File: src/context_params.svh
`ifndef CONTEXT_PARAMS_SVH
`define CONTEXT_PARAMS_SVH

// coefficient and sum widths
`define SAMPLE_W 16
// largest sum is 93, so eight bits are enough
`define SUM_W 8

// coded bit planes 3 to 8
`define FIRST_PLANE 3
`define PLANE_COUNT 6

`define NUM_CONTEXTS 9
`define QUEUE_DEPTH 8

// LL neighbor weights, L is the window column and R the input row
`define W_L0_R0 8
`define W_L1_R0 14
`define W_L2_R0 9
`define W_L0_R1 15
`define W_L2_R1 15
`define W_L0_R2 10
`define W_L1_R2 14
`define W_L2_R2 8

// inclusive upper sum bound of contexts 0 to 7, context 8 takes the rest
`define CTX_BOUND_0 16
`define CTX_BOUND_1 26
`define CTX_BOUND_2 35
`define CTX_BOUND_3 43
`define CTX_BOUND_4 50
`define CTX_BOUND_5 58
`define CTX_BOUND_6 67
`define CTX_BOUND_7 77

`endif

File: src/context_pkg.sv
`include "context_params.svh"

package context_pkg;

	typedef logic [`SAMPLE_W-1:0] sample_t;

	// one input column, three rows of the subband
	typedef struct packed {
		sample_t row0;
		sample_t row1;
		sample_t row2;
	} column_t;

	// line0 is the oldest column, line1 holds the center sample
	typedef struct packed {
		column_t line0;
		column_t line1;
		column_t line2;
	} window_t;

	typedef logic [`SUM_W-1:0] sum_t;

	// index 0 is plane 3
	typedef sum_t [`PLANE_COUNT-1:0] plane_sums_t;
	typedef logic [`PLANE_COUNT-1:0] plane_bits_t;

	// one bit per context queue
	typedef logic [`NUM_CONTEXTS-1:0] ctx_vec_t;

	typedef enum logic [2:0] {
		IDLE,
		READ0,
		CALCULATE,
		DISTRIBUTION,
		READ1,
		WAITEMPTY
	} code_state_e;

endpackage

File: src/neighbor_window.sv
`timescale 1ns/100ps

module neighbor_window (
	input  logic                 clk,
	input  logic                 rst_n,
	input  logic                 shift,
	input  context_pkg::column_t column_in,
	output context_pkg::window_t window
);

	// three-column shift register, newest column enters at line2
	always_ff @(posedge clk or negedge rst_n) begin
		if (!rst_n) begin
			window <= '0;
		end else if (shift) begin
			window.line0 <= window.line1;
			window.line1 <= window.line2;
			window.line2 <= column_in;
		end
	end

endmodule

File: src/context_sum.sv
`timescale 1ns/100ps
`include "context_params.svh"

module context_sum (
	input  logic                     clk,
	input  logic                     rst_n,
	input  logic                     calc,
	input  context_pkg::window_t     window,
	output context_pkg::plane_sums_t sums,
	output context_pkg::plane_bits_t center_bits
);

	localparam int IDX_W = $clog2(`SAMPLE_W);

	// weighted count of set bits among the eight neighbors of the center
	function automatic context_pkg::sum_t plane_sum(
		input context_pkg::window_t w,
		input logic [IDX_W-1:0]     b
	);
		context_pkg::sum_t s;
		s = '0;
		if (w.line0.row0[b])
			s += `SUM_W'(`W_L0_R0);
		if (w.line1.row0[b])
			s += `SUM_W'(`W_L1_R0);
		if (w.line2.row0[b])
			s += `SUM_W'(`W_L2_R0);
		if (w.line0.row1[b])
			s += `SUM_W'(`W_L0_R1);
		if (w.line2.row1[b])
			s += `SUM_W'(`W_L2_R1);
		if (w.line0.row2[b])
			s += `SUM_W'(`W_L0_R2);
		if (w.line1.row2[b])
			s += `SUM_W'(`W_L1_R2);
		if (w.line2.row2[b])
			s += `SUM_W'(`W_L2_R2);
		return s;
	endfunction

	// all six planes are captured together, the classifier walks them later
	always_ff @(posedge clk or negedge rst_n) begin
		if (!rst_n) begin
			sums        <= '0;
			center_bits <= '0;
		end else if (calc) begin
			for (int p = 0; p < `PLANE_COUNT; p++) begin
				sums[p]        <= plane_sum(window, IDX_W'(`FIRST_PLANE + p));
				center_bits[p] <= window.line1.row1[IDX_W'(`FIRST_PLANE + p)];
			end
		end
	end

endmodule

File: src/context_classifier.sv
`timescale 1ns/100ps
`include "context_params.svh"

module context_classifier (
	input  logic                     clk,
	input  logic                     rst_n,
	input  logic                     distribute,
	input  logic                     restart,
	input  context_pkg::plane_sums_t sums,
	input  context_pkg::plane_bits_t center_bits,
	output context_pkg::ctx_vec_t    wr,
	output logic                     wr_bit,
	output logic                     last_plane
);

	localparam int PLANE_W = $clog2(`PLANE_COUNT);

	logic [PLANE_W-1:0] plane;
	context_pkg::sum_t  cur_sum;
	context_pkg::ctx_vec_t ctx_sel;

	// plane counter, 0 stands for bit plane 3
	always_ff @(posedge clk or negedge rst_n) begin
		if (!rst_n) begin
			plane <= '0;
		end else if (restart) begin
			plane <= '0;
		end else if (distribute) begin
			plane <= plane + 1'b1;
		end
	end

	assign cur_sum    = sums[plane];
	assign wr_bit     = center_bits[plane];
	assign last_plane = plane == PLANE_W'(`PLANE_COUNT - 1);

	// threshold ladder, first bound that holds the sum wins
	always_comb begin
		ctx_sel = '0;
		if (cur_sum <= `SUM_W'(`CTX_BOUND_0))
			ctx_sel[0] = 1'b1;
		else if (cur_sum <= `SUM_W'(`CTX_BOUND_1))
			ctx_sel[1] = 1'b1;
		else if (cur_sum <= `SUM_W'(`CTX_BOUND_2))
			ctx_sel[2] = 1'b1;
		else if (cur_sum <= `SUM_W'(`CTX_BOUND_3))
			ctx_sel[3] = 1'b1;
		else if (cur_sum <= `SUM_W'(`CTX_BOUND_4))
			ctx_sel[4] = 1'b1;
		else if (cur_sum <= `SUM_W'(`CTX_BOUND_5))
			ctx_sel[5] = 1'b1;
		else if (cur_sum <= `SUM_W'(`CTX_BOUND_6))
			ctx_sel[6] = 1'b1;
		else if (cur_sum <= `SUM_W'(`CTX_BOUND_7))
			ctx_sel[7] = 1'b1;
		else
			ctx_sel[8] = 1'b1;
	end

	// one strobe per distribute cycle, queues write on the same edge
	assign wr = distribute ? ctx_sel : '0;

endmodule

File: src/coding_queue.sv
`timescale 1ns/100ps
`include "context_params.svh"

module coding_queue (
	input  logic clk,
	input  logic rst_n,
	input  logic wr,
	input  logic wr_bit,
	input  logic pop,
	output logic head,
	output logic full,
	output logic empty
);

	localparam int PTR_W = $clog2(`QUEUE_DEPTH);

	logic [`QUEUE_DEPTH-1:0] mem;
	logic [PTR_W-1:0] wr_ptr;
	logic [PTR_W-1:0] rd_ptr;
	logic [PTR_W:0]   count;
	logic             do_write;
	logic             do_pop;

	// a pop on an empty queue is dropped
	assign do_write = wr && !full;
	assign do_pop   = pop && !empty;

	always_ff @(posedge clk) begin
		if (do_write)
			mem[wr_ptr] <= wr_bit;
	end

	always_ff @(posedge clk or negedge rst_n) begin
		if (!rst_n) begin
			wr_ptr <= '0;
			rd_ptr <= '0;
			count  <= '0;
		end else begin
			if (do_write)
				wr_ptr <= (wr_ptr == PTR_W'(`QUEUE_DEPTH - 1)) ? '0 : wr_ptr + 1'b1;
			if (do_pop)
				rd_ptr <= (rd_ptr == PTR_W'(`QUEUE_DEPTH - 1)) ? '0 : rd_ptr + 1'b1;
			case ({do_write, do_pop})
				2'b10:   count <= count + 1'b1;
				2'b01:   count <= count - 1'b1;
				default: count <= count;
			endcase
		end
	end

	// fall-through head, valid while not empty
	assign head  = mem[rd_ptr];
	assign full  = count == (PTR_W + 1)'(`QUEUE_DEPTH);
	assign empty = count == '0;

endmodule

File: src/encoder_control.sv
`timescale 1ns/100ps

module encoder_control (
	input  logic clk,
	input  logic rst_n,
	input  logic cal_flag,
	input  logic any_full,
	input  logic all_empty,
	input  logic last_plane,
	output logic shift,
	output logic calc,
	output logic distribute,
	output logic restart,
	output logic column_request
);

	context_pkg::code_state_e state;
	context_pkg::code_state_e next_state;

	always_ff @(posedge clk or negedge rst_n) begin
		if (!rst_n)
			state <= context_pkg::IDLE;
		else
			state <= next_state;
	end

	always_comb begin
		next_state = state;
		case (state)
			context_pkg::IDLE:
				next_state = context_pkg::READ0;
			// only the first column waits for cal_flag
			context_pkg::READ0:
				if (cal_flag)
					next_state = context_pkg::CALCULATE;
			context_pkg::CALCULATE:
				next_state = context_pkg::DISTRIBUTION;
			// a full queue blocks the write, the same plane is retried later
			context_pkg::DISTRIBUTION:
				if (any_full)
					next_state = context_pkg::WAITEMPTY;
				else if (last_plane)
					next_state = context_pkg::READ1;
			context_pkg::READ1:
				next_state = context_pkg::CALCULATE;
			context_pkg::WAITEMPTY:
				if (all_empty)
					next_state = context_pkg::DISTRIBUTION;
			default:
				next_state = context_pkg::IDLE;
		endcase
	end

	// window samples on every edge into a read state
	assign shift = (next_state == context_pkg::READ0) || (next_state == context_pkg::READ1);
	assign calc  = next_state == context_pkg::CALCULATE;

	// tells the source the captured column is taken
	assign column_request = next_state == context_pkg::CALCULATE;

	// write only when this cycle does not divert to WAITEMPTY
	assign distribute = (state == context_pkg::DISTRIBUTION) &&
		(next_state != context_pkg::WAITEMPTY);

	// plane counter idles at zero outside of coding
	assign restart = (next_state != context_pkg::DISTRIBUTION) &&
		(next_state != context_pkg::WAITEMPTY);

endmodule

File: src/context_encoder.sv
`timescale 1ns/100ps
`include "context_params.svh"

module context_encoder (
	input  logic                  clk,
	input  logic                  rst_n,
	input  context_pkg::column_t  column_in,
	input  logic                  cal_flag,
	input  context_pkg::ctx_vec_t queue_pop,
	output logic                  column_request,
	output context_pkg::ctx_vec_t queue_bit,
	output context_pkg::ctx_vec_t queue_empty,
	output context_pkg::ctx_vec_t queue_full
);

	logic                     shift;
	logic                     calc;
	logic                     distribute;
	logic                     restart;
	logic                     wr_bit;
	logic                     last_plane;
	context_pkg::window_t     window;
	context_pkg::plane_sums_t sums;
	context_pkg::plane_bits_t center_bits;
	context_pkg::ctx_vec_t    wr;

	// back-pressure summary for the FSM
	wire any_full  = |queue_full;
	wire all_empty = &queue_empty;

	encoder_control u_encoder_control (
		.clk            (clk),
		.rst_n          (rst_n),
		.cal_flag       (cal_flag),
		.any_full       (any_full),
		.all_empty      (all_empty),
		.last_plane     (last_plane),
		.shift          (shift),
		.calc           (calc),
		.distribute     (distribute),
		.restart        (restart),
		.column_request (column_request)
	);

	neighbor_window u_neighbor_window (
		.clk       (clk),
		.rst_n     (rst_n),
		.shift     (shift),
		.column_in (column_in),
		.window    (window)
	);

	context_sum u_context_sum (
		.clk         (clk),
		.rst_n       (rst_n),
		.calc        (calc),
		.window      (window),
		.sums        (sums),
		.center_bits (center_bits)
	);

	context_classifier u_context_classifier (
		.clk         (clk),
		.rst_n       (rst_n),
		.distribute  (distribute),
		.restart     (restart),
		.sums        (sums),
		.center_bits (center_bits),
		.wr          (wr),
		.wr_bit      (wr_bit),
		.last_plane  (last_plane)
	);

	// one bit queue per context, all share the data bit
	for (genvar i = 0; i < `NUM_CONTEXTS; i++) begin : g_queue
		coding_queue u_coding_queue (
			.clk    (clk),
			.rst_n  (rst_n),
			.wr     (wr[i]),
			.wr_bit (wr_bit),
			.pop    (queue_pop[i]),
			.head   (queue_bit[i]),
			.full   (queue_full[i]),
			.empty  (queue_empty[i])
		);
	end

endmodule

File: config.mk
export PLATFORM = sky130hd
export DESIGN_NAME = context_encoder
export DESIGN_NICKNAME = d
export VERILOG_FILES = /design/src/context_pkg.sv /design/src/neighbor_window.sv /design/src/context_sum.sv /design/src/context_classifier.sv /design/src/coding_queue.sv /design/src/encoder_control.sv /design/src/context_encoder.sv
export VERILOG_INCLUDE_DIRS = /design/src
export SDC_FILE = /design/constraint.sdc
export NUM_CORES = 1
export LEC_CHECK = 0
export CELL_PAD_IN_SITES_DETAIL_PLACEMENT = 1
export CELL_PAD_IN_SITES_GLOBAL_PLACEMENT = 2
export CORE_UTILIZATION = 35
export CTS_CLUSTER_SIZE = 16
export DETAILED_ROUTE_END_ITERATION = 7
export DONT_BUFFER_PORTS = 1
export GPL_ROUTABILITY_DRIVEN = 0
export PLACE_DENSITY_LB_ADDON = 0.2
export SYNTH_ARGS = -nofsm -noshare
export SYNTH_HDL_FRONTEND = slang
export SYNTH_SLANG_ARGS = --single-unit
File: constraint.sdc
create_clock -name clk -period 3.9 [get_ports clk]
set_input_delay 0.39 -clock clk [delete_from_list [all_inputs] [get_ports clk]]
set_output_delay 0.39 -clock clk [all_outputs]
set_load 0.05 [all_outputs]
Word level (Yosys, flattened, before mapping) --
Index checks and enable logic that the tools add are counted. W data, S select, Z words.
Operators by class: shift-type cells 0, order comparisons 36, mux-type cells 190, reductions and logical operators 70, multiply operators 0, div/mod/pow operators 0, equality and inequality tests 56, add/sub/neg operators 79, bitwise logic cells 0
Operator list (number):
- $mux W8 | 86
- $add A8 B4 Y8 const B | 42
- $lt A3 B4 Y1 const B | 19
- $mux W3 | 25
- $bwmux W8 | 9
- $pmux W4 S2 | 9
- $eq A3 B3 Y1 const B | 22
- $add A3 B1 Y3 const B | 19
- $add A4 B1 Y4 const B | 9
- $eq A4 B4 Y1 const B | 9
- $logic_not A4 Y1 | 9
- $sub A4 B1 Y4 const B | 9
- $le A8 B6 Y1 const B | 4
- $bmux W1 S3 | 10
- $logic_and A1 B1 Y1 | 29
- $mux W1 | 28
- $mux W4 | 7
- $demux W1 S3 | 9
- $ge A3 B1 Y1 const B | 9
- $bmux W8 S3 | 1
- $reduce_bool A2 Y1 | 10
- $eq A2 B1 Y1 const B | 9
- $eq A2 B2 Y1 const B | 9
- $logic_not A1 Y1 | 18
- other kinds (16) | 21
Word-level totals: bits of input ports 60, memory bits (read-only) 0, latch bits 0, output and inout bits 28, memories kept 0, bits in writable memories 0, flip-flop bits (word level) 302

Logic depth before layout (Yosys ltp) --
depth in word-level cells 26, mapped depth 21, gate-level depth less buffers 20

Hierarchy --
Synthesis repeated with hierarchy kept, for this count alone.
Unflattened totals: cell total of the unflattened synthesis 2046, area, all modules 23329.9 µm²
By module, submodules not included:
- coding_queue (g_queue[0].u_coding_queue ...) | cells an instance 81, instances 8, area each 1028.5 µm²
- context_sum | cells an instance 842, instances 1, area each 7163.1 µm²
- neighbor_window | cells an instance 304, instances 1, area each 5580.4 µm²
- coding_queue (g_queue[8].u_coding_queue) | cells an instance 81, instances 1, area each 1041.0 µm²
- context_classifier | cells an instance 125, instances 1, area each 983.4 µm²
- encoder_control | cells an instance 38, instances 1, area each 294.0 µm²
- context_encoder | cells an instance 8, instances 1, area each 40.0 µm²

Worst setup path before layout --
Ideal clock, no wire load.
kind reg2reg, start register, netlist name u_neighbor_window.window[37], end register u_context_sum.sums[23] (netlist bit), cell stages (with the launch flop) 19, buffers on the path 1, required time 3.831 ns, slack -0.144 ns, clock period less this slack 4.044 ns, arrival 3.974 ns, cell sequence dfrtp_1 > buf_6 > inv_1 > ha_1 > and2_1 > or2_2 > ha_1 > nand2_1 > a21oi_1 > or2_2 > ha_1 > and2b_2 > xnor3_2 > o21ai_4 > mux2i_1 > a211oi_2 > xnor2_1 > or4_1 > nand3_1
Between the ends: cells in the longest elaborated chain, start to end 16
Ends and longest elaborated chain:
- $mux W8 (*) | RTL line context_sum.sv:26 | if (w.line2.row0[b])
- $mux W8 (*) | RTL line context_sum.sv:46 | end else if (calc) begin
- $add A8 B4 Y8 | RTL line context_sum.sv:29 | s += `SUM_W'(`W_L0_R1);
- $mux W8 (*) | RTL line context_sum.sv:28 | if (w.line0.row1[b])
- $mux W8 (*) | RTL line context_sum.sv:46
- $add A8 B4 Y8 | RTL line context_sum.sv:31 | s += `SUM_W'(`W_L2_R1);
- $mux W8 (*) | RTL line context_sum.sv:30 | if (w.line2.row1[b])
- $mux W8 (*) | RTL line context_sum.sv:46
- $add A8 B4 Y8 | RTL line context_sum.sv:33 | s += `SUM_W'(`W_L0_R2);
- $mux W8 (*) | RTL line context_sum.sv:32 | if (w.line0.row2[b])
- $mux W8 (*) | RTL line context_sum.sv:46
- $add A8 B4 Y8 | RTL line context_sum.sv:35 | s += `SUM_W'(`W_L1_R2);
- $mux W8 (*) | RTL line context_sum.sv:34 | if (w.line1.row2[b])
- $mux W8 (*) | RTL line context_sum.sv:46
- $add A8 B4 Y8 | RTL line context_sum.sv:37 | s += `SUM_W'(`W_L2_R2);
- $mux W8 (*) | RTL line context_sum.sv:36 | if (w.line2.row2[b])
- to (signal, indexed assignment) | RTL line context_sum.sv:48 | sums[p] <= plane_sum(window, IDX_W'(`FIRST_PLANE + p));
- to (decl) | RTL line context_sum.sv:9 | output context_pkg::plane_sums_t sums,
Mark *: on every way between the ends. The rest lies on a longest branch, timed or not. The select of a mux whose other input is x is not followed. A chain may end at the register's enable or synchronous reset.

Worst setup path after layout --
start register, netlist name u_neighbor_window.window[38], end register u_context_sum.sums[31] (netlist bit)
Between the ends: cells in the longest elaborated chain, start to end 16
Ends and longest elaborated chain (RTL line):
- $mux W8 (*) | context_sum.sv:26
- $mux W8 (*) | context_sum.sv:46
- $add A8 B4 Y8 | context_sum.sv:29
- $mux W8 (*) | context_sum.sv:28
- $mux W8 (*) | context_sum.sv:46
- $add A8 B4 Y8 | context_sum.sv:31
- $mux W8 (*) | context_sum.sv:30
- $mux W8 (*) | context_sum.sv:46
- $add A8 B4 Y8 | context_sum.sv:33
- $mux W8 (*) | context_sum.sv:32
- $mux W8 (*) | context_sum.sv:46
- $add A8 B4 Y8 | context_sum.sv:35
- $mux W8 (*) | context_sum.sv:34
- $mux W8 (*) | context_sum.sv:46
- $add A8 B4 Y8 | context_sum.sv:37
- $mux W8 (*) | context_sum.sv:36
Marks and branches as above.

==> flow_summary_export.csv <==
group,metric,value,unit
outcome,outcome,"complete, but fails checks",
outcome,violations,"hold timing",
synthesis,synthTopCellsByCount,"dfrtp_1, nand2_1, nor2_1, ha_1",
synthesis,yosys.area.top_type_share,27.50,%
die,die_h,231.8,um
detailed_routing,via_per_inst,5.154,
finish,nFillCells,5688,
die,floorplan.die_area,0.05371,mm^2
synthesis,synth-main-ff-cell,"dfrtp_1",
setup_path,crit_start,"u_neighbor_window.window[38]",
synthesis,ys.warnings.count,0,
detailed_routing,drt_wl_total,42520,um
synthesis,post_synth_inst_count,1788,
setup_path,rr_worst_depth,18,
setup_path,crit_path_end_kind,"register",
global_routing,grt_pass1_vias,14000,
die,initial_core_util,35.72,%
placed_design,dp_hpwl,30670,um
setup_path,r2r_slack,0.15,ns
setup_path,rr_startpoint,"u_neighbor_window.window[38]",
clock_network,cts-root-buf,"clkbuf_16",
finish,drive_above_1_share,24.17,%
global_routing,grt-ovfl-total,0,
timing,setup_tns,0,ns
job,drv_cap,0,
detailed_routing,dr.pass1.iters,6,
synthesis,yosys.cell_count.top_type,"dfrtp_1",
clock_network,ctsHoldBuffers,18,
synthesis,synth_edf_count,72,
die,boundaryPins,88,
setup_path,crit_type,"register to register",
finish,fin_area,0.02193,mm^2
synthesis,syn_area_per_cell,10.33,um^2
synthesis,ys_types,94,
synthesis,synth.cell_area,0.01848,mm^2
timing,slew-limit-headroom,53.65,%
global_routing,grt_max_degree,204,
setup_path,required,4.39,ns
setup_path,crit_path_end,"u_context_sum.sums[31]",
timing,hold_viol_final,203,
setup_path,cp-start-kind,"register",
synthesis,synth_compound_area_share,12.33,%
clock_network,cts_sinks,275,
clock_network,cts_buffers,38,
placed_design,preCtsSetupSlack,-0.08407,ns
timing,finalSetupViolCount,0,
synthesis,synth_xor_area_share,7.402,%
clock_network,cts_tree,"done",
synthesis,synth.ff_latch_count,275,
timing,setup_slack,0.1490,ns
synthesis,synth_nets,1976,
min_path,hp-class,"input port to async pin",
clock_network,cts-htree-levels,2,
finish,area_delta_synth_final,18.70,%
synthesis,synth_area_leaders,"dfrtp_1, edfxtp_1, ha_1",
timing,hold_ws,-0.4645,ns
detailed_routing,drc_errors,0,
synthesis,async_reset_ff_share,73.82,%
detailed_routing,ant_nets,0,
timing,period_share,96.18,%
finish,regArea,0.007243,mm^2
setup_path,rr_endpoint,"u_context_sum.sums[31]",
clock_network,clk_path_buf_depth,3,
synthesis,synthSimpleGateAreaFrac,17.32,%
synthesis,synth_top_family_by_area,"simple AND/OR/NAND/NOR gates",
synthesis,synth_mux_area_share,9.854,%
timing,clock.fmax,0.2666,GHz
detailed_routing,dr_total_vias,13420,
placed_design,placed_area,0.01990,mm^2
die,core-area,0.05172,mm^2
clock_network,clkTransAtPathRegs,0.05,ns
synthesis,synthAdderAreaFrac,9.278,%
finish,insertedDiodeCount,0,
detailed_routing,drtIter0Drc,384,
die,die_x,231.8,um
global_routing,grt_pass1_wl,71100,um
global_routing,antenna_found_initial,0,
die,rows,83,
finish,fin_nets,2082,
placed_design,io_buffer_count,0,
global_routing,grt.total_usage,16.15,%
timing,period_minus_slack,3.751,ns
synthesis,synth_area_leader_cell,"dfrtp_1",
timing,worst_pin_slew,0.6952,ns
synthesis,synth-seq-area-share,39.20,%
setup_path,crit_fanout,4,
timing,slew_violations,0,
detailed_routing,wl_per_cell,16.33,um
setup_path,crit_arrival,4.24,ns
timing,clock_skew,0.02141,ns
finish,multiInputGateArea,0.01096,mm^2
clock_network,insertion_delay,0.56,ns
-- metrics by stage --
stage / utilization, % / std cells / hold slack (ns)
floorplan: - / 1788 / 0.09441
global placement: 38.47 / 2494 / 0.1032
detailed placement: 38.47 / 2494 / 0.09890
CTS: 41.54 / 2590 / -0.5051
global route: 42.41 / 2604 / -0.4944
finish: 42.41 / 2604 / -0.4645
-- state kept, by name, indices dropped and copies added (netlist names) --
register	flops
u_context_classifier.plane	3
u_context_sum.sums	48
u_encoder_control.state	3
g_queue.u_coding_queue.rd_ptr	27
g_queue.u_coding_queue.count	36
g_queue.u_coding_queue.wr_ptr	27
u_context_sum.center_bits	5
g_queue.u_coding_queue.mem	72
u_neighbor_window.window	54
-- metal layers --
metal | global-route usage [%] | routed length (um) | share of wire [%]
met2 | 27.73 | 20780 | 49
met3 | 2.444 | 1154 | 2.7
met5 | 0 | 0 | 0
met1 | 20.94 | 19770 | 46
met4 | 4.544 | 819 | 1.9
-- repair_timing --
item                       CTS  global route
hold endpoints to repair   221           203
setup buffers                8            15
pin swaps                    9            33
resized for setup           10            69
setup endpoints to repair    5            29
-- area by class of cell --
| class | count | share of cell area (%) |
|---|---|---|
| Clock inverter | 14 | 0.7017 |
| Clock buffer | 56 | 5.197 |
| Sequential cell | 275 | 33.03 |
| Tap cell | 680 | 3.880 |
| Inverter | 89 | 1.535 |
| Timing Repair Buffer | 152 | 5.705 |
| Multi-Input combinational cell | 1338 | 49.95 |
-- logic make-up after synthesis --
family          after synthesis
simple gates                618
compound gates              316
flops                       275
buf+inv                     175
mux                         140
xor+xnor                    136
fa+ha+maj                   128
-- layout by cell type, fill, tap and decap left out, types with 9 or more instances in the layout --
cell type      netlist  layout
ha_2                 0      10
and3_1              18      17
a21oi_1             46      46
nand2b_1            32      30
o21a_1              15      14
fa_1                15      15
a21o_1              28      28
xnor2_1             86      81
or3_1                9       9
clkbuf_8             1      10
buf_4               31     126
clkbuf_16            0      39
inv_2                2      10
o21ai_0             84      83
dfrtp_1            203     202
edfxtp_1            72      72
nand4_1              9       9
nor4_2               0       9
nor2_1             114     110
nor3b_1             35      35
and2_1              18      15
nand3b_1            17      17
nand2_1            184     181
nand3_1             23      22
ha_1               113      95
nor3_1              68      67
dlygate4sd3_1        0      18
xor2_1              35      33
mux2_2              75      75
a211oi_1            19      16
inv_1               86      77
mux2i_1             39      33
mux4_2              26      26
o31a_1              10      10
a211oi_2             9      10
-- worst min-delay path by stage --
stage	startpoint	end	slack [ns]
global route	rst_n	g_queue[5].u_coding_queue.count[0]	-0.49
CTS	rst_n	g_queue[1].u_coding_queue.rd_ptr[1]	-0.51
detailed placement	rst_n	g_queue[1].u_coding_queue.rd_ptr[1]	0.1
finish	rst_n	g_queue[1].u_coding_queue.rd_ptr[1]	-0.46
global placement	rst_n	g_queue[1].u_coding_queue.rd_ptr[2]	0.10
floorplan	rst_n	g_queue[0].u_coding_queue.count[0]	0.09
-- worst max-delay path, stage by stage, from the launching register on --
cell and delay [ns]:
dfrtp_1 0.35, inv_2 0.04, ha_1 0.30, and2_4 0.17
or2_2 0.28, ha_2 0.19, nand2_1 0.08, a21oi_1 0.06
or2_4 0.25, ha_4 0.25, mux2i_4 0.16, ha_2 0.21
inv_1 0.07, o21ai_4 0.21, a211oi_2 0.08, a221oi_2 0.33
nand2_1 0.08, or4_1 0.50, nand3_1 0.10
Power is left out: the tool's default activity adds up to more than one toggle a clock period on the data nets, which glitch-free logic cannot reach.
